===== src/verilog/touch_ctrl_pkg.sv =====
// touch controller timing and sequencer states
// counts are in clk cycles

package touch_ctrl_pkg;

    // --------------------
    // timing
    typedef logic [19:0] delay_cnt_t;

    localparam delay_cnt_t TCS_LOW_CYCLES     = 20'd20000;   // panel reset low time
    localparam delay_cnt_t INT_RELEASE_CYCLES = 20'd10000;   // after tcs rises
    localparam delay_cnt_t BOOT_WAIT_CYCLES   = 20'd100000;  // firmware boot time
    localparam delay_cnt_t POLL_CYCLES        = 20'd17000;   // status poll interval

    // --------------------
    // main sequencer states
    typedef enum logic [2:0] {
        wait_boot,      // power-up still running
        cfg_reset,      // soft reset command
        cfg_run,        // back to coordinate read mode
        poll_wait,
        status_read,
        status_clear,   // write 0 back to the status register
        point_read,     // 4-byte burst per point
        point_store
    } touch_state_e;

endpackage


===== src/verilog/tp_power_seq.sv =====
// panel power-up sequence
// holds reset low with INT driven high to select the I2C address,
// then releases reset, later INT, and flags boot_done once

`timescale 1ns/1ps

module tp_power_seq (
    input  logic clk,
    input  logic rst_n,
    output logic tcs_out,
    output logic int_drive,
    output logic int_level,
    output logic boot_done
);
    import touch_ctrl_pkg::*;

    typedef enum logic [1:0] {
        ph_hold,    // panel held in reset
        ph_boot,    // reset released, firmware starting
        ph_idle
    } phase_e;

    phase_e     phase;
    delay_cnt_t cnt;

    always_ff @(posedge clk or negedge rst_n) begin
        if (!rst_n) begin
            phase     <= ph_hold;
            cnt       <= '0;
            tcs_out   <= 1'b0;
            int_drive <= 1'b0;
            int_level <= 1'b0;
            boot_done <= 1'b0;
        end else begin
            boot_done <= 1'b0;
            case (phase)
                ph_hold: begin
                    int_drive <= 1'b1;      // INT high while reset low
                    int_level <= 1'b1;
                    if (cnt == TCS_LOW_CYCLES) begin
                        tcs_out <= 1'b1;
                        cnt     <= '0;
                        phase   <= ph_boot;
                    end else begin
                        cnt <= cnt + 1'b1;
                    end
                end
                ph_boot: begin
                    cnt <= cnt + 1'b1;
                    if (cnt == INT_RELEASE_CYCLES - 1)
                        int_drive <= 1'b0;  // address latched, pin back to input
                    if (cnt == BOOT_WAIT_CYCLES - 1) begin
                        boot_done <= 1'b1;
                        cnt       <= '0;
                        phase     <= ph_idle;
                    end
                end
                ph_idle: ;
                default: phase <= ph_idle;
            endcase
        end
    end

    // panel must not be put back into reset once running
    a_tcs_stays_high: assert property (@(posedge clk) disable iff (!rst_n)
        tcs_out |=> tcs_out);

endmodule


===== config.mk =====
export PLATFORM = sky130hd
export DESIGN_NAME = tp_power_seq
export DESIGN_NICKNAME = d
export VERILOG_FILES = /design/src/verilog/touch_ctrl_pkg.sv /design/src/verilog/tp_power_seq.sv
export SDC_FILE = /design/constraint.sdc
export NUM_CORES = 1
export LEC_CHECK = 0
export ABC_CLOCK_PERIOD_IN_PS = 2050
export CAP_MARGIN = 5
export CORE_MARGIN = 2
export CORE_UTILIZATION = 40
export CTS_CLUSTER_SIZE = 25
export DETAILED_ROUTE_END_ITERATION = 16
export DONT_BUFFER_PORTS = 1
export PLACE_DENSITY = 0.68
export SYNTH_ARGS = -nofsm -noshare
export SYNTH_HDL_FRONTEND = slang
export SYNTH_SLANG_ARGS = --single-unit
export TNS_END_PERCENT = 20

===== constraint.sdc =====
create_clock -name clk -period 2.05 [get_ports clk]
set_clock_uncertainty 0.15 [all_clocks]
set_input_delay 0.205 -clock clk [delete_from_list [all_inputs] [get_ports clk]]
set_output_delay 0.205 -clock clk [all_outputs]
set_load 0.005 [all_outputs]

After elaboration in Yosys (flattened, before gate mapping)
Cells that the tools add are included.

storage, ports and cells
  flip-flop bits (word level) = 26
  bits of input ports = 2
  output and inout port bits = 4
  word-level logic and storage cells = 31

cells by class
  $add $sub $neg = 1
  equality and inequality tests = 8
  mux-type cells = 10
  bitwise logic cells = 1
  reduce and logical (&&, ||, !) cells = 5

operators by type and width
  kind                                                   number
  two-way mux 20 bit                                     2
  case mux 20 bit (2 select lines)                       1
  adder 20 x 1 -> 20 bit, second input constant          1
  equality test 20 x 14 -> 1 bit, second input constant  1
  equality test 20 x 15 -> 1 bit, second input constant  1
  equality test 20 x 17 -> 1 bit, second input constant  1
  != test 2 bit, second input constant                   3
  case mux 2 bit (3 select lines)                        1
  two-way mux 2 bit                                      2
  AND reduction 2 bit                                    2
  two-way mux 1 bit                                      3
  AND reduction 3 bit                                    1
  equality test 2 x 1 -> 1 bit, second input constant    1
  equality test 2 bit, second input constant             1
  zero test 2 bit                                        1
  case mux 1 bit (2 select lines)                        1
  nonzero test 2 bit                                     1
  NOT 1 bit                                              1

Logic depth before layout (Yosys ltp)
  depth in word-level cells = 3
  mapped depth = 6
  mapped depth without buffers = 6

Worst setup path after synthesis
No wires, ideal clock.

  path type = flip-flop to flip-flop
  start point = reg cnt[0]
  end point = reg cnt[10]
  library setup time = 0.137 ns
  arrival time = 1.638 ns
  required time = 1.763 ns
  path slack = 0.125 ns
  stages on the path, launching flop included = 7
  path buffers = 0
  cell sequence = dfrtp_1 > inv_1 > ha_1 > nand3_1 > or4_1 > o32ai_4 > nor2_1

on the way
  longest elaborated chain between the ends = 3
  elaborated cells between the ends (all ways) = 6

ends and longest elaborated chain
  element                                         RTL line                                text
  start: declaration                              tp_power_seq.sv:24                      delay_cnt_t cnt;
  start signal: assignment                        tp_power_seq.sv:45                      cnt <= cnt + 1'b1;
  start signal: assignment                        tp_power_seq.sv:49                      cnt <= cnt + 1'b1;
  adder 20 x 1 -> 20 bit (tied with other cells)  tp_power_seq.sv:45, tp_power_seq.sv:49
  two-way mux 20 bit, on equally long branches    tp_power_seq.sv:52, tp_power_seq.sv:40
  case mux 20 bit (2 select lines) (*)            tp_power_seq.sv:36                      case (phase)

Every way passes the cells marked *; elsewhere a longest branch is shown, timed or not.
A chain may end at the register's enable or synchronous reset.

Worst setup path after layout
  start point = reg cnt[1]
  end point = reg cnt[16]

The elaborated chain is that of the path after synthesis.

==> flow_summary.json <==
{
  "crit_path_start_kind": "register",
  "fin_crit_ns": 2.05,
  "top_usage_layer": "met2",
  "yosys.area.top_type_share_pct": 45.9,
  "netlist_top_cells_area": "dfrtp_1 46%, xnor2_1 4.9%, nor2_1 3.4%, nand2_1 3.2%, nand4_1 3.1%",
  "setup_viol_count_final": 0,
  "p_leak_nw": 0.699,
  "hpwl_mm": 2.29,
  "area_growth_pct": 19.2,
  "maxSlewHeadroom_pct": 74.8,
  "drc": 0,
  "status": "finished clean",
  "numClockSinks": 26,
  "worstMarginPinSlew_ns": 0.373,
  "synthFlopType": "dfrtp_1",
  "ys_seq_area_share_pct": 45.9,
  "grt_use_total_pct": 17.3,
  "multiInputGateArea_sq_um": 731,
  "clkLatencyLatePin_ns": 0.34,
  "ios": 6,
  "rsz0062_at_grt": "yes",
  "synth-edff-count": 0,
  "cp_data_required_time_ns": 2.18,
  "syn_nets": 148,
  "die_w_um": 63.5,
  "power_density_nw_per_um2": 530,
  "worstPathArrival_ns": 2.18,
  "drv_cap": 0,
  "routed_wl_mm": 3.06,
  "regArea_sq_um": 651,
  "fmax_mhz": 488,
  "total_power_mw": 0.895,
  "gr-total-overflow": 0,
  "worstPathMaxFanout": 5,
  "drive_above_1_share_pct": 22.1,
  "fin_nets": 168,
  "peakVddDrop_v": 0.000265,
  "ys_async_sr_fraction_pct": 100,
  "synth_most_common_cell": "dfrtp_1",
  "drtPass1Iterations": 4,
  "ys_warn_count": 0,
  "clk_pin_slew_worst_paths_ns": 0.15,
  "hold_class": "primary input to asynchronous set/reset pin",
  "period_share_pct": 99.9,
  "synth_common_cells": "26 x dfrtp_1, 13 x nor2_1, 12 x nand2_1",
  "chipHeight_um": 63.5,
  "grtUsageMet2_pct": 25.5,
  "grt_max_degree": 27,
  "avgSynthCellArea_sq_um": 9.84,
  "first_iter_violations": 60,
  "gp_congestion": 0.900,
  "n_fill_cell": 326,
  "fp.coreArea_sq_um": 3360,
  "grt_use_met3_pct": 4.29,
  "drt-wirelength-per-cell_um": 14.6,
  "portBuffers": 0,
  "route.vias.total": 1135,
  "grtUsageMet1_pct": 24.7,
  "grt_pass1_vias": 1144,
  "cts_buffer_depth": 2,
  "grt_pass1_wl_mm": 5.44,
  "yosys_register_bits": 26,
  "netlist_area_sq_um": 1420,
  "synthCells": 144,
  "start_util_pct": 42.1,
  "synth_top_cell_by_area": "dfrtp_1",
  "htreeDepth": 1,
  "synth_cell_types": 37,
  "cts_tree": "built",
  "vias_per_cell": 5.43,
  "cts_buffers": 3,
  "hold_viol_final": 0,
  "die_area_sq_um": 4030,
  "holdWs_ns": 0.118,
  "endpoint_kind": "register",
  "root_buffer": "clkbuf_4",
  "ant_nets": 0,
  "slew_viol_final": 0,
  "crit_type": "register to register",
  "antenna_found_initial": 0,
  "antennaDiodeCount": 0,
  "floorplan.rows": 21
}
[flip-flops by register name (all words and copies together) (netlist names)]
register and flops:
int_level 1, int_drive 1, phase 2, boot_done 1
cnt 20, tcs_out 1
[metal layers]
layer  part of all wire (%)  vias up  wire (um)
met5                      0        -          0
met4                   0.82        0         25
met3                    5.2        4        158
met2                     46       34       1420
met1                     47      546       1450
li1                       -      551          -
[cell usage in the layout (no fill, tap or decap), types with 3 or more instances in the layout]
master    synthesis  layout
o31ai_1           3       3
xnor2_1           8       8
o21ai_0           3       3
clkbuf_4          0       3
nand4b_1          3       3
xor2_1            5       5
nand4_1           7       7
nor3_1            5       5
buf_4             0      17
nand2b_1          3       3
or3_1             5       5
nor4_1            3       3
nor2_1           13      13
dfrtp_1          26      26
inv_1             5       5
nand2_1          12      12
or4_4             3       3
nand3_1           8       8
[cells by family (layout without fill, tap and decap cells)]
kind of cell	count (synthesis)	count (layout)	synth area share [%]
simple gates	77	77	31.7
xor+xnor	14	14	9.19
buf+inv	10	29	3.00
fa+ha+maj	2	2	1.77
compound gates	15	15	8.39
flops	26	26	45.9
[timing repair]
item / CTS / global route
resized for setup: 0 / 1
endpoints found under the hold margin: 26 / 0
setup buffers: 1 / 0
hold buffers: 2 / 0
setup endpoints to repair: 1 / 12
[area by class of cell]
type	instances	area share, %
Sequential cell	26	38.5
Multi-Input combinational cell	108	43.3
Timing Repair Buffer	20	10.5
Clock buffer	3	1.33
Clock inverter	1	1.78
Tap cell	46	3.41
Inverter	5	1.11
[metrics by stage]
stage	area [sq um]	TNS, ns	setup WS, ns	instances	util (%)
global placement	1590	0	0.0919	202	47.3
finish	1690	0	0.00132	209	50.2
detailed placement	1590	0	0.0302	202	47.3
floorplan	1420	0	0.125	144	-
global route	1690	-0.739	-0.0789	209	50.2
CTS	1680	0	0.0146	209	50.0
[power by group]
part | switching, mW | internal, mW | total (mW) | leakage (nW)
clock network | 0.168 | 0.198 | 0.366 | 0.0279
registers | 0 | 0.513 | 0.513 | 0.338
logic | 0.0104 | 0.00517 | 0.0156 | 0.333
total | 0.179 | 0.716 | 0.895 | 0.699
[final timing paths]
| kind | from | to | slack, ns | cells past startpoint |
|---|---|---|---|---|
| worst max register to register | cnt[1] | cnt[16] | 0.001 | 5 |
| min in group clk | cnt[19] | cnt[19] | 0.34 | 1 |
| worst min register to register | cnt[19] | cnt[19] | 0.34 | 1 |
| max in group asynchronous | rst_n | cnt[2] | 1.48 | 2 |
| worst min-delay path | rst_n | cnt[0] | 0.12 | 2 |
| worst max-delay path | cnt[1] | cnt[16] | 0.001 | 5 |
[worst max-delay path, stage by stage (launching register included)]
cell and delay [ns]:
dfrtp_1 0.43, ha_1 0.25, and4b_1 0.25, nand3_1 0.21
or4_4 0.54, a21oi_2 0.15
(Power assumes the default switching activity.)
