<file path="src/verilog/gt_reg_pkg.sv">
// GT9147 touch chip register map
// command values and the data widths seen on the I2C side

package gt_reg_pkg;

    // --------------------
    // data widths
    typedef logic [15:0] reg_addr_t;    // 16-bit register address
    typedef logic [7:0]  reg_data_t;
    typedef logic [15:0] coord_t;

    // x in the upper half, y in the lower half
    typedef logic [2*$bits(coord_t)-1:0] point_xy_t;

    typedef logic [2:0]  tp_count_t;    // point count or slot index
    typedef logic [7:0]  burst_len_t;   // registers per transaction

    // --------------------
    // register map
    localparam reg_addr_t CTRL_REG   = 16'h8040;   // command register
    localparam reg_addr_t STATUS_REG = 16'h814E;   // touch status, bit 7 = buffer ready
    localparam reg_addr_t TP1_REG    = 16'h8150;   // first point data
    localparam reg_addr_t TP_STRIDE  = 16'd8;      // address step between points

    // --------------------
    // command values
    localparam reg_data_t CMD_SOFT_RESET = 8'h02;
    localparam reg_data_t CMD_READ_COORD = 8'h00;

    // point layout
    localparam int MAX_POINTS  = 5;
    localparam int POINT_BYTES = 4;     // x lo, x hi, y lo, y hi

endpackage
</file>
<file path="src/verilog/tp_coord_assembler.sv">
// point burst assembler
// collects x lo, x hi, y lo, y hi from one 4-byte read

`timescale 1ns/1ps

module tp_coord_assembler (
    input  logic                  clk,
    input  logic                  rst_n,
    input  logic                  point_capture,
    input  logic                  once_done,
    input  logic                  i2c_done,
    input  gt_reg_pkg::reg_data_t i2c_data_r,
    output gt_reg_pkg::point_xy_t point_xy
);
    import gt_reg_pkg::*;

    logic       capture_d;
    logic [2:0] byte_cnt;
    logic [2:0] byte_sel;   // position of the byte arriving now
    logic       strobe;
    coord_t     tp_x;
    coord_t     tp_y;

    assign strobe   = point_capture && (once_done || i2c_done);
    assign byte_sel = (point_capture && !capture_d) ? 3'd0 : byte_cnt;
    assign point_xy = {tp_x, tp_y};

    always_ff @(posedge clk or negedge rst_n) begin
        if (!rst_n) begin
            capture_d <= 1'b0;
            byte_cnt  <= '0;
        end else begin
            capture_d <= point_capture;
            byte_cnt  <= strobe ? byte_sel + 3'd1 : byte_sel;
        end
    end

    always_ff @(posedge clk) begin
        if (strobe) begin
            case (byte_sel)
                3'd0: tp_x[7:0]  <= i2c_data_r;
                3'd1: tp_x[15:8] <= i2c_data_r;
                3'd2: tp_y[7:0]  <= i2c_data_r;
                3'd3: tp_y[15:8] <= i2c_data_r;
                default: ;
            endcase
        end
    end

    // engine must not deliver more than one point per burst
    a_burst_len: assert property (@(posedge clk) disable iff (!rst_n)
        strobe |-> (byte_sel < POINT_BYTES));

endmodule

</file>
<file path="config.mk">
export PLATFORM = sky130hd
export DESIGN_NAME = tp_coord_assembler
export DESIGN_NICKNAME = d
export VERILOG_FILES = /design/src/verilog/gt_reg_pkg.sv /design/src/verilog/tp_coord_assembler.sv
export SDC_FILE = /design/constraint.sdc
export NUM_CORES = 1
export LEC_CHECK = 0
export BUFFER_PORTS_ARGS = -buffer_cell sky130_fd_sc_hd__buf_4
export CELL_PAD_IN_SITES_DETAIL_PLACEMENT = 0
export CELL_PAD_IN_SITES_GLOBAL_PLACEMENT = 2
export CORE_UTILIZATION = 30
export DETAILED_ROUTE_END_ITERATION = 6
export PLACE_DENSITY = 0.71
export SKIP_CTS_REPAIR_TIMING = 1
export SLEW_MARGIN = 20
export SYNTH_ARGS = -nofsm -noshare
export SYNTH_HDL_FRONTEND = slang
export SYNTH_SLANG_ARGS = --single-unit
</file>
<file path="constraint.sdc">
create_clock -name clk -period 2.3 [get_ports clk]
set_input_delay 0.46 -clock clk [delete_from_list [all_inputs] [get_ports clk]]
set_output_delay 0.46 -clock clk [all_outputs]
set_load 0.05 [all_outputs]
</file>
# Yosys cells after proc, flatten, opt, wreduce, memory -nomap -nowiden
# Cells that the tools add are included.
[word_totals] wordCells=21 reg_bits=36 output_inout_bits=32 inputBits=13
[op_classes] n_eq_ne=3 add_sub_neg=1 mux=2 reduce_logical=9
[ops] cell="AND reduction 2 bit" count=4
[ops] cell="equality test 3 x 2 -> 1 bit (second input constant)" count=2
[ops] cell="2-to-1 mux 3 bit" count=2
[ops] cell="adder 3 x 1 -> 3 bit (second input constant)" count=1
[ops] cell="equality test 3 x 1 -> 1 bit (second input constant)" count=1
[ops] cell="zero test 3 bit" count=1
[ops] cell="logical AND 1 bit" count=2
[ops] cell="zero test 1 bit" count=1
[ops] cell="logical OR 1 bit" count=1

# Longest topological paths before layout
[logic_depth] word_depth=5 mapped_depth=7 depth_no_buf=7

# Least setup slack after synthesis
# No wires, ideal clock.
[synth_timing] path_type="input-to-reg" startpoint="input port point_capture" endpoint="register tp_y[10] (enable)" arrival_ns=1.361 path_buffers=0 setup_time_ns=0.371 required_time_ns=1.929 path_slack_ns=0.568 stages=7 path_cell_list="nand2b_4 -> nand2_1 -> inv_1 -> ha_1 -> ha_1 -> inv_1 -> nor2_1"
[synth_via] elab_chain_len=4 word_cells_on_any_way=5 classes_between="eq/ne (1); mux (1); reduce/logical (3)"
[synth_lines] element="from (decl)" line_no="tp_coord_assembler.sv:9" text="input logic point_capture,"
[synth_lines] element="logical AND 1 bit" line_no="tp_coord_assembler.sv:25" text="assign byte_sel = (point_capture && !capture_d) ? 3'd0 : byte_cnt;"
[synth_lines] element="2-to-1 mux 3 bit" line_no="tp_coord_assembler.sv:25"
[synth_lines] element="equality test 3 x 2 -> 1 bit" line_no="tp_coord_assembler.sv:40" text="case (byte_sel)"
[synth_lines] element="AND reduction 2 bit (no source line) (*)"
[synth_lines] element="to (signal assigned)" line_no="tp_coord_assembler.sv:44" text="3'd3: tp_y[15:8] <= i2c_data_r;"
[synth_lines] element="to (decl)" line_no="tp_coord_assembler.sv:22" text="coord_t tp_y;"
# Every way passes the cells marked *; elsewhere a longest branch is shown, timed or not.
# A chain may end at the register's enable or synchronous reset.

# Final worst setup path
[layout_timing] startpoint="register byte_cnt[2]" endpoint="register tp_x[1] (enable)"
[layout_via] elab_chain_len=3
[layout_lines] element="from (decl)" line_no="tp_coord_assembler.sv:18" text="logic [2:0] byte_cnt;"
[layout_lines] element="from (signal assigned)" line_no="tp_coord_assembler.sv:34" text="byte_cnt <= strobe ? byte_sel + 3'd1 : byte_sel;"
[layout_lines] element="2-to-1 mux 3 bit" line_no="tp_coord_assembler.sv:25"
[layout_lines] element="zero test 3 bit" line_no="tp_coord_assembler.sv:40"
[layout_lines] element="AND reduction 2 bit (no source line)"
[layout_lines] element="to (signal assigned)" line_no="tp_coord_assembler.sv:41" text="3'd0: tp_x[7:0] <= i2c_data_r;"
[layout_lines] element="to (decl)" line_no="tp_coord_assembler.sv:21" text="coord_t tp_x;"
# Every way passes these cells.

==> metrics.txt <==
kind of end point of the critical path flop; vertical extent of the die approximately 66 um; RSZ-0062 raised after global routing false; power density of the placed cells 938 nW/um^2; number of ports placed on the die boundary between 40 and 50; HPWL after DPL about 1600 um; post-synth net total 76; count of H-tree levels built during CTS 2; post-detailed-route count of antenna-violating nets 0; mean area per synthesized cell 20.7 sq um; Mapped Cells just under 60; status complete, no violations; largest net degree at the start of global routing 12; Syn Std Cell Area 1220 sq um; type of element launching the critical path flop; Tightest Pin Transition 738 ps; final setup violation count 0; period utilisation layout 0.751; worst setup skew after layout 2.64 ps; post-route design area 1740 sq um; count of final max-slew check failures 0; number of antenna violations at the first check in global routing 0; area of combinational cells with multiple inputs 148 sq um; number of diodes 0; worst slew margin relative to its limit 0.508; worst-case vdd ir drop 0.000278 V; data required time at the worst endpoint 2210 ps; reg2reg path depth 2; DRC errors left 0; hold depth 1; post-placement cell area 1620 sq um; category of the most critical setup path flop to flop; wire length of the first global-routing pass about 3200 um; count of clock tree sinks 36; leakage power 0.706 nW; IO Port Bufs 44; sequential share of the synthesized area 0.870; share of layout cells above drive strength 1 0.496; worst hold path endpoint capture_d$_DFF_PN0_; startpoint of the most critical register-to-register path byte_cnt[2]$_DFF_PN0_; Overall Global Routing Usage 0.108; number of DRC markers after the initial detailed-route iteration 27; path type of the worst min-delay path primary input to flop; clock tree from TritonCTS built; average vias per placed instance 4.36; number of warnings issued by yosys 0; clock latency of the later-clocked register in the worst-skew pair approximately 280 ps; clock buffer count from CTS 5; Initial Utilization 0.323; worst r2r dst tp_x[1]$_DFFE_PP_; relative area change from synthesis to final layout 42.3%; number of global-route vias before repair 648; Post-layout nets 129; post-synthesis cell type count 14; Filler Cells Inserted 329; Clock Tree Buf Depth 2; sum of routed wire length over all layers approximately 2200 um; DIE WIDTH 65.8 um; peak fanout along the critical path 8; achievable clock frequency 579 MHz; critical path data arrival time 1640 ps; register clock-pin slew on the reported worst setup and hold paths 60 ps; TritonRoute pass-1 iters 4; floorplan row count 22; area leader, netlist edfxtp_1; share of the synthesized area in the top cell type 0.788; number of maximum-capacitance constraint violations 0; slack of the worst reg-to-reg path 570 ps; min-delay src point_capture; final number of hold-violating endpoints 0; final weighted congestion in routability-driven placement ~0.67; wire length per cell after detailed routing 13.4 um; Root Driver clkbuf_8; post-layout minimum cycle time 1730 ps; main area contributors after synthesis edfxtp_1 (79%), dfrtp_1 (8.2%), ha_1 (4.1%); global route total overflow 0; area enclosed by the die boundary 4330 sq um; area inside the core boundary 3770 sq um; summed negative setup slack over all endpoints 0 ps; footprint of the flip-flops and latches 1060 sq um; count of vias placed by the detailed router 702; register bit total from synthesis 36
==> Yosys cell counts, drive strengths merged <==
master / count
edfxtp: 32
dfrtp: 4
ha: 4
inv: 3
nand2: 3
o21ai: 3
a21oi: 2
and2: 2
nand3: 2
nand2b: 1
nor2: 1
or3: 1
xor2: 1
==> registers in the layout, indices dropped and copies added (netlist names) <==
| name | flops |
|---|---|
| tp_x | 16 |
| tp_y | 16 |
| byte_cnt | 3 |
| capture_d | 1 |
==> cells by family after synthesis <==
group                    Yosys count  synth area share
buffers and inverters              3           0.00923
XOR/XNOR                           1           0.00718
AO/OA/AOI/OAI                      5            0.0236
adder cells (fa/ha/maj)            4            0.0410
flip-flops                        36             0.870
AND/OR/NAND/NOR                   10            0.0492
==> final cells by class <==
cell class              count  area share
clock buffers               6      0.0418
multi-input cells          20      0.0851
well taps                  48      0.0346
flip-flops and latches     36       0.611
clock inverters             2      0.0202
inverters                   3     0.00649
repair buffers             46       0.200
==> critical path: stages (launching register included) <==
cell and delay (ps):
dfrtp_1 400, or3_1 350, a21oi_1 610
==> stage by stage <==
| step | hold slack (ps) | utilization | setup WS, ps | power (mW) | cells |
|---|---|---|---|---|---|
| 6_report | 332 | 0.460 | 573 | 1.63 | 161 |
| 5_1_grt | 320 | 0.460 | 455 | 1.70 | 161 |
| 4_1_cts | -45.7 | 0.458 | 525 | 1.65 | 160 |
| 3_5_place_dp | 259 | 0.429 | 512 | 1.12 | 152 |
| 3_3_place_gp | 258 | 0.429 | 503 | 1.12 | 152 |
| 2_1_floorplan | 164 | - | 568 | 1.02 | 59 |
==> power by group <==
part           switching, mW  total [mW]  leakage (nW)  internal [mW]
Combinational          0.214       0.304         0.307         0.0893
Clock                  0.198       0.519        0.0552          0.321
Sequential            0.0225       0.805         0.343          0.782
Total                  0.435        1.63         0.706           1.19
==> how the worst max path moves through the flow <==
stage	startpoint	endpoint	slack, ps	cells after the start
after detailed placement	point_capture	tp_y[8]$_DFFE_PP_	510	9
after floorplan	point_capture	tp_y[10]$_DFFE_PP_	570	7
after global placement	point_capture	tp_y[14]$_DFFE_PP_	500	9
after global routing	byte_cnt[2]$_DFF_PN0_	tp_x[1]$_DFFE_PP_	460	2
final	byte_cnt[2]$_DFF_PN0_	tp_x[1]$_DFFE_PP_	570	2
after CTS	byte_cnt[2]$_DFF_PN0_	tp_x[1]$_DFFE_PP_	530	2
==> layer usage <==
layer / GRT usage / up-vias / share of wire
met1: 0.103 / 333 / 0.36
li1: - / 324 / -
met5: 0 / - / 0
met3: 0.0603 / 2 / 0.11
met4: 0.0408 / 0 / 0.0019
met2: 0.190 / 43 / 0.53
==> placed cells by master, fill, tap and decap left out, drive strengths merged <==
| cell type | instances |
|---|---|
| nand2b | 1 |
| xor2 | 1 |
| ha | 4 |
| and2 | 2 |
| buf | 45 |
| dfrtp | 4 |
| clkinv | 1 |
| o21ai | 3 |
| nand3 | 2 |
| or3 | 1 |
| nor2 | 1 |
| nand2 | 3 |
| edfxtp | 32 |
| dlygate4sd3 | 1 |
| a21oi | 2 |
| clkbuf | 6 |
| bufinv | 1 |
| inv | 3 |
Note: power is estimated with default switching activity, not from simulation.
