[config.mk]
export PLATFORM = sky130hd
export DESIGN_NAME = tp_coord_store
export DESIGN_NICKNAME = d
export VERILOG_FILES = /design/src/verilog/gt_reg_pkg.sv /design/src/verilog/tp_coord_store.sv
export SDC_FILE = /design/constraint.sdc
export NUM_CORES = 1
export LEC_CHECK = 0
export BUFFER_PORTS_ARGS = -buffer_cell sky130_fd_sc_hd__buf_4
export CAP_MARGIN = 10
export CORE_MARGIN = 4
export CORE_UTILIZATION = 50
export DETAILED_ROUTE_END_ITERATION = 10
export HOLD_SLACK_MARGIN = 0.02
export PLACE_DENSITY = 0.81
export SKIP_CTS_REPAIR_TIMING = 1
export SKIP_LAST_GASP = 1
export SLEW_MARGIN = 0
export SYNTH_ARGS = -nofsm -noshare
export SYNTH_HDL_FRONTEND = slang
export SYNTH_SLANG_ARGS = --single-unit
[constraint.sdc]
create_clock -name clk -period 0.85 [get_ports clk]
set_clock_uncertainty 0.05 [all_clocks]
set_input_delay 0.17 -clock clk [delete_from_list [all_inputs] [get_ports clk]]
set_output_delay 0.17 -clock clk [all_outputs]
set_load 0.02 [all_outputs]
[src/verilog/gt_reg_pkg.sv]
// GT9147 touch chip register map
// command values and the data widths seen on the I2C side

package gt_reg_pkg;

    // --------------------
    // data widths
    typedef logic [15:0] reg_addr_t;    // 16-bit register address
    typedef logic [7:0]  reg_data_t;
    typedef logic [15:0] coord_t;

    // x in the upper half, y in the lower half
    typedef logic [2*$bits(coord_t)-1:0] point_xy_t;

    typedef logic [2:0]  tp_count_t;    // point count or slot index
    typedef logic [7:0]  burst_len_t;   // registers per transaction

    // --------------------
    // register map
    localparam reg_addr_t CTRL_REG   = 16'h8040;   // command register
    localparam reg_addr_t STATUS_REG = 16'h814E;   // touch status, bit 7 = buffer ready
    localparam reg_addr_t TP1_REG    = 16'h8150;   // first point data
    localparam reg_addr_t TP_STRIDE  = 16'd8;      // address step between points

    // --------------------
    // command values
    localparam reg_data_t CMD_SOFT_RESET = 8'h02;
    localparam reg_data_t CMD_READ_COORD = 8'h00;

    // point layout
    localparam int MAX_POINTS  = 5;
    localparam int POINT_BYTES = 4;     // x lo, x hi, y lo, y hi

endpackage
[src/verilog/tp_coord_store.sv]
// touch result registers
// point count, touch flag and five x/y slots

`timescale 1ns/1ps

module tp_coord_store (
    input  logic                  clk,
    input  logic                  rst_n,
    input  logic                  point_wr,
    input  gt_reg_pkg::tp_count_t point_idx,
    input  gt_reg_pkg::point_xy_t point_xy,
    input  logic                  status_wr,
    input  gt_reg_pkg::tp_count_t status_count,
    input  logic                  status_valid,
    output gt_reg_pkg::tp_count_t tp_num,
    output logic                  touch_valid,
    output gt_reg_pkg::point_xy_t tp1_xy,
    output gt_reg_pkg::point_xy_t tp2_xy,
    output gt_reg_pkg::point_xy_t tp3_xy,
    output gt_reg_pkg::point_xy_t tp4_xy,
    output gt_reg_pkg::point_xy_t tp5_xy
);
    import gt_reg_pkg::*;

    point_xy_t slot [MAX_POINTS];

    always_ff @(posedge clk or negedge rst_n) begin
        if (!rst_n) begin
            tp_num      <= '0;
            touch_valid <= 1'b0;
            for (int i = 0; i < MAX_POINTS; i++)
                slot[i] <= '0;
        end else begin
            if (status_wr) begin
                tp_num      <= status_count;
                touch_valid <= status_valid;
            end
            // slots above the new count keep their old value
            if (point_wr && (point_idx < MAX_POINTS))
                slot[point_idx] <= point_xy;
        end
    end

    assign tp1_xy = slot[0];
    assign tp2_xy = slot[1];
    assign tp3_xy = slot[2];
    assign tp4_xy = slot[3];
    assign tp5_xy = slot[4];

    a_slot_range: assert property (@(posedge clk) disable iff (!rst_n)
        point_wr |-> (point_idx < MAX_POINTS));

endmodule

* Word level (Yosys, flattened, before mapping)
Index checks and enable logic that the tools add are counted.
Word-level totals: register bits after elaboration 164, bits of input ports 43, word-level logic and storage cells 16
Cells by class: magnitude comparators 3, mux-type cells 3, bitwise logic cells 1, reductions and logical operators 2
Operators by type and width (number):
- bitwise mux 160 bit | 1
- demux 32 bit (select 3 bit) | 1
- two-way mux 32 bit | 1
- greater-or-equal comparator 4 bit (second input constant) | 1
- < comparator 4 x 1 -> 1 bit (second input constant) | 1
- NOT 3 -> 4 bit | 1
- < comparator 3 bit (second input constant) | 1
- logical AND 1 bit | 2

* Depth between registers and ports, before layout
Gate-level depths: netlist of run 1.
depth in word-level cells 6, mapped depth 4

* Worst setup path after synthesis of run 1
OpenSTA, ideal clock, no wires.
kind input -> register, start in point_idx[0], end reg slot, in the netlist tp1_xy[20], data arrival time 1.093 ns, required time 0.675 ns, setup slack -0.418 ns, stages on the path 3, buffers on the path 1, cell sequence nor4b_4 buf_6 mux2_2
Between the ends: word-level cells in the longest chain between the ends 6, elaborated cells between the ends (all ways) 9, those cells by class order compare (3); mux (3); bitwise (1); reduce/logical (2)
RTL lines:
- start, declared | line tp_coord_store.sv:10 | input gt_reg_pkg::tp_count_t point_idx,
- NOT 3 -> 4 bit (not written as such) | line tp_coord_store.sv:40 | slot[point_idx] <= point_xy;
- greater-or-equal comparator 4 bit (not written as such) / < comparator 4 x 1 -> 1 bit (equally long branches) | line tp_coord_store.sv:40
- logical AND 1 bit (not written as such) | line tp_coord_store.sv:40
- two-way mux 32 bit (not written as such) | line tp_coord_store.sv:40
- demux 32 bit (select 3 bit) | line tp_coord_store.sv:40
- bitwise mux 160 bit | line tp_coord_store.sv:40
- end signal, assigned by index | line tp_coord_store.sv:40
- end, declared | line tp_coord_store.sv:25 | point_xy_t slot [MAX_POINTS];
Parallel ways exist; a longest one is shown, timed or not. A chain may end at the register's enable or synchronous reset.

* Worst setup path after layout of run 1
start reg slot, in the netlist tp1_xy[21], end out tp1_xy[21]
RTL lines:
- end, declared | line tp_coord_store.sv:17 | output gt_reg_pkg::point_xy_t tp1_xy,
No word-level cell between the ends.

==> impl_metrics.json, run 1 <==
{
  "synthArstFlopShare_pct": 100,
  "slew_headroom_pct": 71.5,
  "p_comb_share_pct": 36.4,
  "pwr-share-clk_pct": 26.2,
  "syn-cell-area_mm2": 0.00623,
  "dp_hpwl_um": 10700,
  "maxSlewViolCount": 0,
  "max_cap_violations": 0,
  "place_ws_ns": -0.687,
  "dieArea_mm2": 0.0143,
  "antenna_left": 0,
  "fin_crit_ns": 1.23,
  "nets": 703,
  "synth_top_area_cell": "dfrtp_1",
  "fin_cells": 841,
  "ctsRootBufferMaster": "clkbuf_16",
  "place.gp.congestion": 0.748,
  "cts_max_level": 4,
  "synthFlopType": "dfrtp_1",
  "arrival_ns": 1.01,
  "fin_hold_ws_ns": -0.0287,
  "fp.coreArea_mm2": 0.0121,
  "path_delay_family": "flip-flops",
  "vias": 4435,
  "rrSetupSlack_ns": -0.16,
  "cp-end-kind": "output pin",
  "insertion_delay_ns": 0.41,
  "max_clock_freq_mhz": 813,
  "gr-total-overflow": 0,
  "postSynthAreaPerCell_um2": 17.7,
  "grt_first_pass_wirelength_um": 24600,
  "yosys.cell_types.count": 10,
  "drt-vias-per-instance": 5.27,
  "finalSetupViolCount": 308,
  "drt-pass1-iter-count": 4,
  "synth.mux.area_fraction_pct": 30.3,
  "power_mw": 29.7,
  "seqPwrFrac_pct": 37.4,
  "cts_made_buffers": 17,
  "synth_most_common_cell": "dfrtp_1",
  "ys_seq_area_share_pct": 65.9,
  "n_antenna_cell": 0,
  "setup_slack_ns": -0.380,
  "synth-seq-cells": 164,
  "cp.required_ns": 0.63,
  "areaGrowthSynthToFinish_pct": 71.9,
  "die_y_um": 120,
  "path_cells": "buf_6",
  "start_util_pct": 51.4,
  "synth-adder-area-share_pct": 0,
  "synth_compound_area_share_pct": 0,
  "die_w_um": 120,
  "crit_buf_inv": 1,
  "dpl_cell_area_mm2": 0.00829,
  "ys_warn_count": 0,
  "dp.cells": 722,
  "hold_viol_final": 133,
  "p_int_mw": 20.5,
  "hp-class": "primary input to flip-flop",
  "synthTopCellsByArea": "dfrtp_1 (66%), mux2_2 (27%), mux2_4 (2.7%), buf_6 (2.4%), mux2_1 (1.1%)",
  "grt_pass1_vias": 4296,
  "io_pins": 207,
  "violations": "hold timing, setup timing",
  "yosys.area_share.simple_pct": 1.04,
  "synth_top_family_by_area": "multiplexers",
  "ir_drop_mv": 1.68,
  "antenna_found_initial": 0,
  "drive_gt1_share_pct": 74.9,
  "synth_commonest_cells": "dfrtp_1 (164), mux2_2 (147), buf_6 (13)",
  "crit_type": "flip-flop to output pin",
  "synth_edf_count": 0,
  "status": "finished with violations",
  "switchingPower_mw": 9.15,
  "totalWireLength_um": 22000,
  "power_per_cell_area_mw_per_mm2": 2770,
  "cts_buffer_depth": 2,
  "p_leak_nw": 5.16,
  "synth_top_area_share_pct": 65.9,
  "drt_iter0_markers": 299,
  "clkSlewWorstSetupHoldPaths_ns": 0.06,
  "cts_sinks": 164,
  "slowest_stage": "dfrtp_1",
  "slowest_delay_ns": 0.43,
  "start_kind": "flip-flop",
  "cts_tree": "built",
  "worstMarginPinSlew_ns": 0.426,
  "rsz0062_at_grt": "yes",
  "drc_errors": 0,
  "p_sw_share_pct": 30.8,
  "fin_crit_sh_pct": 145,
  "path_max_fanout": 2,
  "yosys.area_share.xor_xnor_pct": 0,
  "grt_max_degree": 44,
  "placementRows": 40,
  "port_buffers": 206,
  "synthesis.nets": 394,
  "syn_inst": 351,
  "globalRouteTotalUtil_pct": 22.4,
  "final_cell_area_mm2": 0.0107,
  "routedWlPerCell_um": 26.2
}
[state kept, by name, indices dropped and copies added, names as in the netlist]
| signal | count |
|---|---|
| touch_valid | 1 |
| tp1_xy | 32 |
| tp2_xy | 32 |
| tp3_xy | 32 |
| tp4_xy | 32 |
| tp5_xy | 32 |
| tp_num | 3 |
[layer usage]
metal / up-vias / routed length (um) / GRT usage, % / part of all wire (%)
met2: 197 / 11600 / 37.0 / 53
met1: 2316 / 8200 / 27.3 / 37
met5: - / 0 / 0 / 0
met4: 0 / 767 / 7.23 / 3.5
li1: 1867 / - / - / -
met3: 55 / 1430 / 8.48 / 6.5
[cell usage in the layout (no fill, tap or decap), drive strengths merged]
master	synthesis	layout
and4bb	1	1
buf	18	293
bufinv	0	2
clkbuf	0	32
clkinv	0	5
clkinvlp	0	2
dfrtp	164	164
dlygate4sd3	0	6
mux2	164	164
nand4b	1	1
nor4b	1	1
nor4bb	2	2
[worst reg2reg max path: cells and delay by family, from the launching register on]
family	cells	cell delay, ns
muxes	1	0.28
buffers and inverters	1	0.15
DFF	1	0.41
[metrics by stage]
stage	setup TNS, ns	utilization (%)
global route	-84.04	88.4
finish	-77.73	88.4
floorplan	-56.20	-
CTS	-80.63	73.4
detailed placement	-93.98	68.5
global placement	-90.21	68.5
[kinds of logic after synthesis]
kind of cell,after synthesis
muxes,164
DFF,164
buffers and inverters,18
and+or+nand+nor,5
[final cells by class]
class / instances / area, um^2
clock buffers: 23 / 498
clock inverters: 9 / 100
fillers: 474 / 1410
multi-input cells: 169 / 2380
flip-flops and latches: 164 / 4110
well taps: 168 / 210
repair buffers: 308 / 3400
[worst paths after layout]
kind	cells past startpoint	end	from
worst max-delay path	1	tp1_xy[21]	tp1_xy[21]$_DFFE_PN0P_
worst min-delay path	2	tp4_xy[31]$_DFFE_PN0P_	point_xy[31]
worst max register to register	2	tp2_xy[5]$_DFFE_PN0P_	tp2_xy[5]$_DFFE_PN0P_
worst min register to register	1	tp4_xy[22]$_DFFE_PN0P_	tp4_xy[22]$_DFFE_PN0P_
max in group asynchronous	3	tp3_xy[29]$_DFFE_PN0P_	rst_n
min in group asynchronous	2	tp3_xy[26]$_DFFE_PN0P_	rst_n
[power by group through the flow]
stage / Clock (mW) / Sequential [mW] / Combinational [mW]
floorplan: 0 / 12.6 / 2.05
global placement: 0 / 10.6 / 7.72
detailed placement: 0 / 10.7 / 7.89
CTS: 7.76 / 10.6 / 7.92
global route: 8.22 / 11.3 / 11.2
finish: 7.79 / 11.1 / 10.8
No activity file was read; power rests on OpenSTA's default activity.
==> inputs of run 2 (changes only) <==
Settings changed: CORE_UTILIZATION 50 to 54, PLACE_DENSITY 0.81 to 0.87.
Clock period 0.85 ns to 1.5 ns, I/O delays scaled along.
==> run 2 against run 1 <==
Net effect:
- the run now ends clean
- non-clock buffer count decreased by 87
- critical path depth unchanged
- setup slack improved by 0.54 ns
- via count decreased by 12%
- combinational power decreased by 61%
- largest power group unchanged
==> impl_metrics.json, run 2 (synthesis gave the netlist of run 1 again) <==
{
  "max_cap_violations": 0,
  "regArea_mm2": 0.00410,
  "grt_pass1_vias": 4380,
  "drt-vias-per-instance": 5.37,
  "insertion_delay_ns": 0.41,
  "n_antenna_cell": 0,
  "cp.required_ns": 1.15,
  "final_common_cell": "buf_4",
  "io_pins": 207,
  "globalRouteTotalUtil_pct": 25.1,
  "cts_sinks": 164,
  "max_clock_freq_mhz": 744,
  "slowest_delay_ns": 0.41,
  "grt_max_degree": 45,
  "drt_iter0_markers": 233,
  "placementRows": 38,
  "slowest_stage": "dfrtp_1",
  "cts_max_level": 4,
  "antenna_found_initial": 0,
  "place.gp.congestion": 0.796,
  "cts_made_buffers": 17,
  "finalSetupViolCount": 0,
  "start_util_pct": 56.2,
  "drt-pass1-iter-count": 4,
  "power_mw": 15.0,
  "clkSlewWorstSetupHoldPaths_ns": 0.06,
  "final_cell_area_mm2": 0.00868,
  "path_cells": "buf_4",
  "rsz0062_at_grt": "no",
  "fill_cells": 610,
  "grt_first_pass_wirelength_um": 24800,
  "path_delay_family": "flip-flops",
  "port_buffers": 206,
  "areaGrowthSynthToFinish_pct": 39.3,
  "fin_cells": 726,
  "vias": 3899,
  "ir_drop_mv": 1.44,
  "fin_hold_ws_ns": 0.0688,
  "p_leak_nw": 4.11,
  "dp_hpwl_um": 11100,
  "slew_headroom_pct": 77.6,
  "crit_type": "flip-flop to output pin",
  "nets": 616,
  "multiInputGateArea_mm2": 0.00198,
  "fin_crit_ns": 1.34,
  "drc_errors": 0,
  "dp.cells": 693,
  "routedWlPerCell_um": 22.0,
  "maxSlewViolCount": 0,
  "hp-class": "primary input to flip-flop",
  "gr-total-overflow": 0,
  "hold_viol_final": 0,
  "mostFrequentLayoutCells": "buf_4 (212), dfrtp_1 (164), mux2_2 (147)",
  "setup_total_negative_slack_ns": 0,
  "crit_buf_inv": 1,
  "worstMarginPinSlew_ns": 0.335,
  "antenna_left": 0,
  "path_max_fanout": 2,
  "die_y_um": 115,
  "arrival_ns": 0.99,
  "dpl_cell_area_mm2": 0.00801,
  "totalWireLength_um": 16000,
  "cts_buffer_depth": 2,
  "power_per_cell_area_mw_per_mm2": 1730,
  "status": "finished, final reports clean",
  "fp.coreArea_mm2": 0.0111,
  "start_kind": "flip-flop",
  "ctsRootBufferMaster": "clkbuf_16",
  "fin_crit_sh_pct": 89.6,
  "die_w_um": 115,
  "cp-end-kind": "output pin",
  "drive_gt1_share_pct": 70.1,
  "cts_tree": "built",
  "dieArea_mm2": 0.0133
}
[run 2: cell types whose count changed in the layout (fill, tap and decap cells not counted), sizes merged]
cell and delta:
bufinv +3, buf -73, dlygate4sd3 -5, clkbuf -8
clkinv -4
[run 2: report_power, final]
group          leakage, nW  internal [mW]  switching (mW)
logic                 1.83           2.05            2.21
registers             1.97           5.39           0.597
clock network        0.317           3.13            1.65
[run 2: worst paths after layout]
path / from / endpoint / slack (ns) / depth (start not counted)
max in group asynchronous: rst_n / tp3_xy[21]$_DFFE_PN0P_ / 0.48 / 3
max: tp3_xy[7]$_DFFE_PN0P_ / tp3_xy[7] / 0.16 / 1
min: status_count[0] / tp_num[0]$_DFFE_PN0P_ / 0.07 / 2
max reg2reg: tp4_xy[19]$_DFFE_PN0P_ / tp4_xy[19]$_DFFE_PN0P_ / 0.63 / 1
min reg2reg: tp4_xy[0]$_DFFE_PN0P_ / tp4_xy[0]$_DFFE_PN0P_ / 0.46 / 1
min in group asynchronous: rst_n / tp4_xy[30]$_DFFE_PN0P_ / 0.31 / 2
[run 2: metal layers]
layer	routed length, um	track usage (%)	vias to the layer above	share of wire, %
li1	-	-	1697	-
met1	6060	29.7	2010	38
met2	8400	43.5	164	53
met3	1150	6.37	28	7.2
met4	378	10.8	0	2.4
met5	0	0	-	0
[run 2: cell type report]
class / instances / area share, %
clock inverters: 8 / 1.96
clock buffers: 24 / 5.67
flip-flops and latches: 164 / 47.3
repair buffers: 221 / 20.2
multi-input cells: 169 / 22.9
well taps: 140 / 2.02
[run 2: through the flow]
| step | setup WS [ns] | util, % |
|---|---|---|
| after floorplan | 0.102 | - |
| after global placement | -0.0937 | 72.3 |
| after detailed placement | -0.131 | 72.3 |
| after CTS | 0.137 | 78.2 |
| after global routing | 0.117 | 78.3 |
| final | 0.157 | 78.3 |
