<file path="src/verilog/touch_ctrl_pkg.sv">
// touch controller timing and sequencer states
// counts are in clk cycles

package touch_ctrl_pkg;

    // --------------------
    // timing
    typedef logic [19:0] delay_cnt_t;

    localparam delay_cnt_t TCS_LOW_CYCLES     = 20'd20000;   // panel reset low time
    localparam delay_cnt_t INT_RELEASE_CYCLES = 20'd10000;   // after tcs rises
    localparam delay_cnt_t BOOT_WAIT_CYCLES   = 20'd100000;  // firmware boot time
    localparam delay_cnt_t POLL_CYCLES        = 20'd17000;   // status poll interval

    // --------------------
    // main sequencer states
    typedef enum logic [2:0] {
        wait_boot,      // power-up still running
        cfg_reset,      // soft reset command
        cfg_run,        // back to coordinate read mode
        poll_wait,
        status_read,
        status_clear,   // write 0 back to the status register
        point_read,     // 4-byte burst per point
        point_store
    } touch_state_e;

endpackage

</file>
<file path="src/verilog/gt_reg_pkg.sv">
// GT9147 touch chip register map
// command values and the data widths seen on the I2C side

package gt_reg_pkg;

    // --------------------
    // data widths
    typedef logic [15:0] reg_addr_t;    // 16-bit register address
    typedef logic [7:0]  reg_data_t;
    typedef logic [15:0] coord_t;

    // x in the upper half, y in the lower half
    typedef logic [2*$bits(coord_t)-1:0] point_xy_t;

    typedef logic [2:0]  tp_count_t;    // point count or slot index
    typedef logic [7:0]  burst_len_t;   // registers per transaction

    // --------------------
    // register map
    localparam reg_addr_t CTRL_REG   = 16'h8040;   // command register
    localparam reg_addr_t STATUS_REG = 16'h814E;   // touch status, bit 7 = buffer ready
    localparam reg_addr_t TP1_REG    = 16'h8150;   // first point data
    localparam reg_addr_t TP_STRIDE  = 16'd8;      // address step between points

    // --------------------
    // command values
    localparam reg_data_t CMD_SOFT_RESET = 8'h02;
    localparam reg_data_t CMD_READ_COORD = 8'h00;

    // point layout
    localparam int MAX_POINTS  = 5;
    localparam int POINT_BYTES = 4;     // x lo, x hi, y lo, y hi

endpackage
</file>
<file path="src/verilog/touch_seq_fsm.sv">
// main touch sequencer
// control writes, periodic status polling, status clear and point reads,
// every transaction reissued on nack

`timescale 1ns/1ps

module touch_seq_fsm (
    input  logic                   clk,
    input  logic                   rst_n,
    input  logic                   boot_done,
    input  logic                   ack,
    input  logic                   i2c_done,
    input  gt_reg_pkg::reg_data_t  i2c_data_r,
    output logic                   i2c_exec,
    output logic                   i2c_rh_wl,
    output gt_reg_pkg::reg_addr_t  i2c_addr,
    output gt_reg_pkg::reg_data_t  i2c_data_w,
    output gt_reg_pkg::burst_len_t reg_num,
    output logic                   point_capture,
    output logic                   point_wr,
    output gt_reg_pkg::tp_count_t  point_idx,
    output logic                   status_wr,
    output gt_reg_pkg::tp_count_t  status_count,
    output logic                   status_valid
);
    import gt_reg_pkg::*;
    import touch_ctrl_pkg::*;

    touch_state_e state;
    logic         step;         // 0 issue, 1 wait for i2c_done
    delay_cnt_t   poll_timer;
    tp_count_t    point_cnt;    // points to fetch in this poll
    logic         touch_ok;
    tp_count_t    touch_cnt;
    reg_addr_t    point_addr;

    // --------------------
    // status byte decode
    assign touch_ok = i2c_data_r[7] && (i2c_data_r[3:0] != 4'd0)
                      && (i2c_data_r[3:0] <= MAX_POINTS);
    assign touch_cnt = touch_ok ? i2c_data_r[2:0] : '0;

    assign point_addr = TP1_REG + reg_addr_t'(point_idx) * TP_STRIDE;

    // --------------------
    // sequencer
    always_ff @(posedge clk or negedge rst_n) begin
        if (!rst_n) begin
            state         <= wait_boot;
            step          <= 1'b0;
            poll_timer    <= '0;
            point_cnt     <= '0;
            point_idx     <= '0;
            i2c_exec      <= 1'b0;
            i2c_rh_wl     <= 1'b0;
            i2c_addr      <= '0;
            i2c_data_w    <= '0;
            reg_num       <= '0;
            point_capture <= 1'b0;
            point_wr      <= 1'b0;
            status_wr     <= 1'b0;
            status_count  <= '0;
            status_valid  <= 1'b0;
        end else begin
            i2c_exec  <= 1'b0;
            point_wr  <= 1'b0;
            status_wr <= 1'b0;
            case (state)
                wait_boot: begin
                    if (boot_done)
                        state <= cfg_reset;
                end
                cfg_reset: begin
                    if (!step) begin
                        i2c_exec   <= 1'b1;
                        i2c_rh_wl  <= 1'b0;
                        i2c_addr   <= CTRL_REG;
                        i2c_data_w <= CMD_SOFT_RESET;
                        reg_num    <= 8'd1;
                        step       <= 1'b1;
                    end else if (i2c_done) begin
                        step <= 1'b0;           // nack retries from step 0
                        if (!ack)
                            state <= cfg_run;
                    end
                end
                cfg_run: begin
                    if (!step) begin
                        i2c_exec   <= 1'b1;
                        i2c_rh_wl  <= 1'b0;
                        i2c_addr   <= CTRL_REG;
                        i2c_data_w <= CMD_READ_COORD;
                        reg_num    <= 8'd1;
                        step       <= 1'b1;
                    end else if (i2c_done) begin
                        step <= 1'b0;
                        if (!ack)
                            state <= poll_wait;
                    end
                end
                poll_wait: begin
                    if (poll_timer == POLL_CYCLES - 1) begin
                        poll_timer <= '0;
                        state      <= status_read;
                    end else begin
                        poll_timer <= poll_timer + 1'b1;
                    end
                end
                status_read: begin
                    if (!step) begin
                        i2c_exec  <= 1'b1;
                        i2c_rh_wl <= 1'b1;
                        i2c_addr  <= STATUS_REG;
                        reg_num   <= 8'd1;
                        step      <= 1'b1;
                    end else if (i2c_done) begin
                        step <= 1'b0;
                        if (!ack) begin
                            status_wr    <= 1'b1;
                            status_count <= touch_cnt;
                            status_valid <= touch_ok;
                            point_cnt    <= touch_cnt;
                            state        <= status_clear;
                        end
                    end
                end
                status_clear: begin
                    if (!step) begin
                        i2c_exec   <= 1'b1;
                        i2c_rh_wl  <= 1'b0;
                        i2c_addr   <= STATUS_REG;
                        i2c_data_w <= 8'h00;    // hands the buffer back to the chip
                        reg_num    <= 8'd1;
                        step       <= 1'b1;
                    end else if (i2c_done) begin
                        step <= 1'b0;
                        if (!ack) begin
                            point_idx <= '0;
                            state     <= (point_cnt != '0) ? point_read : poll_wait;
                        end
                    end
                end
                point_read: begin
                    if (!step) begin
                        i2c_exec      <= 1'b1;
                        i2c_rh_wl     <= 1'b1;
                        i2c_addr      <= point_addr;
                        reg_num       <= burst_len_t'(POINT_BYTES);
                        point_capture <= 1'b1;
                        step          <= 1'b1;
                    end else if (i2c_done) begin
                        point_capture <= 1'b0;  // low gap restarts the byte count
                        step          <= 1'b0;
                        if (!ack)
                            state <= point_store;
                    end
                end
                point_store: begin
                    // point_idx must hold while point_wr is high
                    if (!step) begin
                        point_wr <= 1'b1;
                        step     <= 1'b1;
                    end else begin
                        step <= 1'b0;
                        if (point_idx == point_cnt - 1'b1) begin
                            state <= poll_wait;
                        end else begin
                            point_idx <= point_idx + 1'b1;
                            state     <= point_read;
                        end
                    end
                end
                default: state <= wait_boot;
            endcase
        end
    end

    // --------------------
    // engine handshake
    a_exec_pulse: assert property (@(posedge clk) disable iff (!rst_n)
        i2c_exec |=> !i2c_exec);

    a_no_overlap: assert property (@(posedge clk) disable iff (!rst_n)
        i2c_exec |=> (!i2c_exec until_with i2c_done));

endmodule

</file>
<file path="config.mk">
export PLATFORM = sky130hd
export DESIGN_NAME = touch_seq_fsm
export DESIGN_NICKNAME = d
export VERILOG_FILES = /design/src/verilog/touch_ctrl_pkg.sv /design/src/verilog/gt_reg_pkg.sv /design/src/verilog/touch_seq_fsm.sv
export SDC_FILE = /design/constraint.sdc
export NUM_CORES = 1
export LEC_CHECK = 0
export BUFFER_PORTS_ARGS = -buffer_cell sky130_fd_sc_hd__clkbuf_2
export CAP_MARGIN = 20
export CORE_AREA = 4 4 93 95
export CTS_CLUSTER_SIZE = 24
export DETAILED_ROUTE_END_ITERATION = 8
export DIE_AREA = 0 0 97 99
export PLACE_DENSITY_LB_ADDON = 0.25
export SYNTH_ARGS = -nofsm -noshare
export SYNTH_HDL_FRONTEND = slang
export SYNTH_SLANG_ARGS = --single-unit
</file>
<file path="constraint.sdc">
create_clock -name clk -period 2.57 [get_ports clk]
set_input_delay 0.1285 -clock clk [delete_from_list [all_inputs] [get_ports clk]]
set_output_delay 0.1285 -clock clk [all_outputs]
set_load 0.01 [all_outputs]
</file>
# Word-level counts from Yosys, hierarchy flattened
# Index checks and enable logic that the tools add are counted.
[classes]
addsub = 4
n_lt_le_gt_ge = 1
n_eq_ne = 37
muxes = 54
n_bitwise = 1
reduce_logical = 26
[op_table]
columns = ["op", "n"]
rows = [
  ["$mux W3", 26],
  ["$ne A2 B2 Y1 const B", 28],
  ["$mux W16", 3],
  ["$pmux W16 S3", 1],
  ["$mux W8", 4],
  ["$pmux W8 S2", 2],
  ["$pmux W3 S8", 1],
  ["$add A20 B1 Y20 const B", 1],
  ["$eq A20 B15 Y1 const B", 1],
  ["$mux W20", 1],
  ["$reduce_and A18 Y1", 1],
  ["$add A16 B6 Y16 const A", 1],
  ["$mux W1", 13],
  ["$eq A3 B3 Y1 const B", 4],
  ["$reduce_bool A2 Y1", 5],
  ["$reduce_and A3 Y1", 3],
  ["$reduce_and A4 Y1", 2],
  ["$reduce_or A2 Y1", 4],
  ["$eq A3 B2 Y1 const B", 2],
  ["$pmux W3 S2", 1],
  ["$reduce_and A6 Y1", 1],
  ["$reduce_bool A3 Y1", 2],
  ["$reduce_or A5 Y1", 1],
  ["$le A4 B3 Y1 const B", 1],
  ["other kinds (12)", 14],
]
[word_totals]
ff_bits = 68
out_inout_bits = 44

# Depth between registers and ports, before layout
[depth]
ltp_word = 6
ltp_mapped = 8
mapped_depth_nobuf = 8

# Worst setup path after synthesis
# OpenSTA, ideal clock, no wires.
[synth_path]
path_kind = "register to register"
startpoint = "register point_cnt[0]"
endpoint = "register point_idx[2]"
setup_ns = 0.124
t_arrival_ns = 1.857
path_slack_ns = 0.589
path_stages_with_launch = 9
path_buffers = 0
cell_sequence = "dfrtp_1 inv_1 ha_1 ha_1 xor2_1 nand3_1 nand2_1 a211o_1 a211o_1"
[synth_between]
elab_chain_cells = 4
[synth_rtl]
columns = ["element", "line", "rtl"]
rows = [
  ["start, declared", "touch_seq_fsm.sv:32", "tp_count_t point_cnt;"],
  ["start signal, assigned", "touch_seq_fsm.sv:122", "point_cnt <= touch_cnt;"],
  ["$sub A3 B1 Y3", "touch_seq_fsm.sv:165", "if (point_idx == point_cnt - 1'b1) begin"],
  ["$eq A3 B3 Y1", "touch_seq_fsm.sv:165", ""],
  ["$ne A2 B2 Y1 (no line)", "--", ""],
  ["$reduce_and A6 Y1 (no line)", "--", ""],
  ["end signal, assigned", "touch_seq_fsm.sv:168", "point_idx <= point_idx + 1'b1;"],
  ["end, declared", "touch_seq_fsm.sv:21", "output gt_reg_pkg::tp_count_t point_idx,"],
]
# Every way passes these cells.
# A chain may end at the register's enable or synchronous reset.

# Worst setup path in the final report
# Ends and elaborated chain as after synthesis.

==> metrics.md <==
| Metric | Value |
|---|---|
| Gr ovfl total | 0 |
| Hold Path Sink | point_cnt[0]$_DFFE_PN0P_ |
| Register area | ~1200 sq um |
| Area grow syn2layout | 11.2% |
| Cell total after placement | slightly above 400 |
| Leak | roughly 1.4 nW |
| Worst hold path depth | 2 |
| Simple-gate share of the synthesized area | between 20% and 30% |
| Number of inserted diodes | 0 |
| Crit path max fanout | 4 |
| Period utilisation layout | about four fifths |
| Pwr Density | between 400 and 500 nW/um^2 |
| Die height | 99 um |
| CTS tree | done |
| WL final | ~5600 um |
| Number of global-route vias before repair | 2018 |
| Buffers on Ports | 33 |
| Synth top area share | between 40 and 50% |
| R2r setup slk | slightly below 0.5 ns |
| Hold buffers post-CTS | 1 |
| Tmin final | between 2 and 2.5 ns |
| Tightest Pin Transition | approximately 0.56 ns |
| MaxCap Viol Count | 0 |
| R2r endpoint | point_idx[2]$_DFFE_PN0P_ |
| Initial antenna violation count | 0 |
| Startpoint type of the worst setup path | flop |
| Reg clk slew, reported paths | around 0.09 ns |
| First-pass DRT Iterations | 4 |
| Adder-Cell Fraction of Synth Area | under 10% |
| Async set or reset register ratio after synthesis | between 90% and 100% |
| Die area | 9600 sq um |
| CTS Sinks | between 40 and 50 |
| Synth Area in Compound Gates | around 15% |
| Reg2reg start | point_cnt[0]$_DFFE_PN0P_ |
| Max clock buf depth | 2 |
| Largest net degree at the start of global routing | 22 |
| Worst R2R Path Depth | 8 |
| Synth Cell Area | 2670 sq um |
| Final hold violations | 0 |
| Hold Path Origin | i2c_data_r[0] |
| Layout cells sized above 1 | a little over a fifth |
| Die width | just under 100 um |
| Worst Path Required | 2.76 ns |
| Initial Util | between 30% and 40% |
| Critical path class | reg2reg |
| Ranking of synthesized cells by area | dfrtp_1 44%, buf_4 5.9%, nand2_1 5.3% |
| EDFF count, synth | 0 |
| Most frequent cell after synthesis | dfrtp_1 |
| Register area share after synthesis | between 40% and 50% |
| Status | finished clean |
| All-layer global routing usage | roughly an eighth |
| Setup TNS | 0 ns |
| Synth Area in XOR/XNOR | 3.93% |
| Rows | 32 |
| Num CTS Buffers | 5 |
| Mux share of post-synthesis cell area | less than 1% |
| Global-route wire length before repair | approximately 9700 um |
| Synthesized flop and latch total | between 40 and 50 |
| Slew Viols, Final | 0 |
| Top cells by count, synth | 47 x dfrtp_1, 38 x nand2_1, 21 x buf_4 |
| Area of the multi-input gates | roughly 1300 sq um |
| Post-synth top flop | dfrtp_1 |
| Yosys Warn Count | 0 |
| DRC violations left | 0 |
| Placed wire-length estimate | 4110 um |
| Clock Latency Late Sink | roughly 0.30 ns |
| Avg WL per Cell | 13.4 um |
| Average instance area after synthesis | slightly below 10 sq um |
| Top cell type by total area after synthesis | dfrtp_1 |
| Final Total Pwr | 1.23 mW |
| Core ar. | 7730 sq um |
| H-tree level count | 2 |
| Setup bufs post-CTS | 0 |
| FILL cells | 806 |
| Cell count after synthesis | ~280 |
| Final-report setup violation count | 0 |
| ANT nets after route | 0 |
| Worst path cell trace | inv_1 -> ha_1 -> ha_1 -> xor2_1 -> nand3_1 -> nand2_1 -> a211o_1 -> a211o_1 |
| Peak Freq | approximately 480 MHz |
| Worst slew margin | a little over three fifths |
| NumNets Final | about 330 |
| Total number of vias | a little over 2000 |
| WP buf/inv | 1 |
| CP max stage delay | slightly above 0.4 ns |
| CP max-delay cell | dfrtp_1 |
| CP Data Arrival Time | about 2.3 ns |
| CTS root buf | clkbuf_8 |
| Hold WC Path Type | in2reg |
| I/O pin total | 57 |
| Skew final | about 0.0094 ns |
| Resized cells post-CTS | 0 |
| Synth unique cells | 60 |
| Peak ir drop on the vdd network | between 0.0002 and 0.00025 V |
| Initial DRC count | slightly below 100 |
| Main combinational cell family by area after synthesis | simple AND/OR/NAND/NOR gates |
| Vias/cell | around 5.0 |
| Post-layout util | between 30% and 40% |
| Layout Cells excl Fill | slightly above 400 |
| Gp weighted congestion | 0.833 |
| Crit-path leading delay family | compound AO/OA/AOI/OAI gates |
| RSZ-0062 raised after global routing | false |
| Crit. End Element | flop |
==> per-stage QoR <==
step | area [sq um] | setup slack [ns] | hold slack (ns)
4_1_cts | 2970 | 0.469 | 0.0574
3_5_place_dp | 2880 | 0.481 | 0.0431
5_1_grt | 2970 | 0.337 | 0.0726
2_1_floorplan | 2750 | 0.589 | -0.167
3_3_place_gp | 2880 | 0.508 | 0.0413
6_report | 2970 | 0.483 | 0.0665
==> cells by family (layout without fill, tap and decap cells) <==
family,after synthesis,count (layout)
flops,47,47
fa+ha+maj,9,9
other cells,1,20
mux,2,2
buf+inv,45,62
compound gates,54,54
xor+xnor,12,12
simple gates,105,105
==> metal layers <==
| metal | track usage, % | up-vias | part of all wire [%] |
|---|---|---|---|
| met1 | 17.1 | 1004 | 49 |
| met3 | 2.12 | 8 | 4.3 |
| met5 | 0 | - | 0 |
| met2 | 19.2 | 47 | 45 |
| li1 | - | 1001 | - |
| met4 | 3.89 | 0 | 1.4 |
==> placed cells by master (no fill, tap or decap), types with 8 or more instances in the layout <==
master | netlist | routed
nand2_1 | 38 | 38
xnor2_1 | 8 | 8
inv_1 | 13 | 13
ha_1 | 9 | 9
nand3_1 | 14 | 14
conb_1 | 1 | 20
dfrtp_1 | 47 | 47
nor2_1 | 11 | 11
clkbuf_2 | 0 | 33
o21ai_0 | 11 | 11
==> worst max-delay path by stage <==
stage               slack [ns]                      from                       end  depth (start not counted)
floorplan                 0.59  point_cnt[0]$_DFFE_PN0P_  point_idx[2]$_DFFE_PN0P_                          8
global placement          0.51  point_cnt[0]$_DFFE_PN0P_  point_idx[2]$_DFFE_PN0P_                          8
detailed placement        0.48  point_cnt[0]$_DFFE_PN0P_  point_idx[2]$_DFFE_PN0P_                          8
CTS                       0.47  point_cnt[0]$_DFFE_PN0P_  point_idx[2]$_DFFE_PN0P_                          8
global route              0.34  point_cnt[0]$_DFFE_PN0P_  point_idx[2]$_DFFE_PN0P_                          8
finish                    0.48  point_cnt[0]$_DFFE_PN0P_  point_idx[2]$_DFFE_PN0P_                          8
==> sequential cells by signal, indices dropped and copies added, names as in the netlist, 2 cells and up <==
signal,cells
poll_timer,20
i2c_addr,8
point_cnt,3
point_idx,3
state,3
reg_num,2
==> layout make-up <==
type	count	area share, %
Multi-Input combinational cell	202	44.0
Sequential cell	47	39.6
Timing Repair Buffer	41	7.66
Tap cell	102	4.29
Clock buffer	5	2.31
Inverter	13	1.64
Clock inverter	3	0.505
==> where the power goes <==
part / switching [mW] / total (mW) / internal, mW
sequential: 0 / 0.739 / 0.739
clock: 0.256 / 0.442 / 0.187
combinational: 0.0364 / 0.0459 / 0.00946
total: 0.292 / 1.23 / 0.935
(Power assumes the default switching activity.)
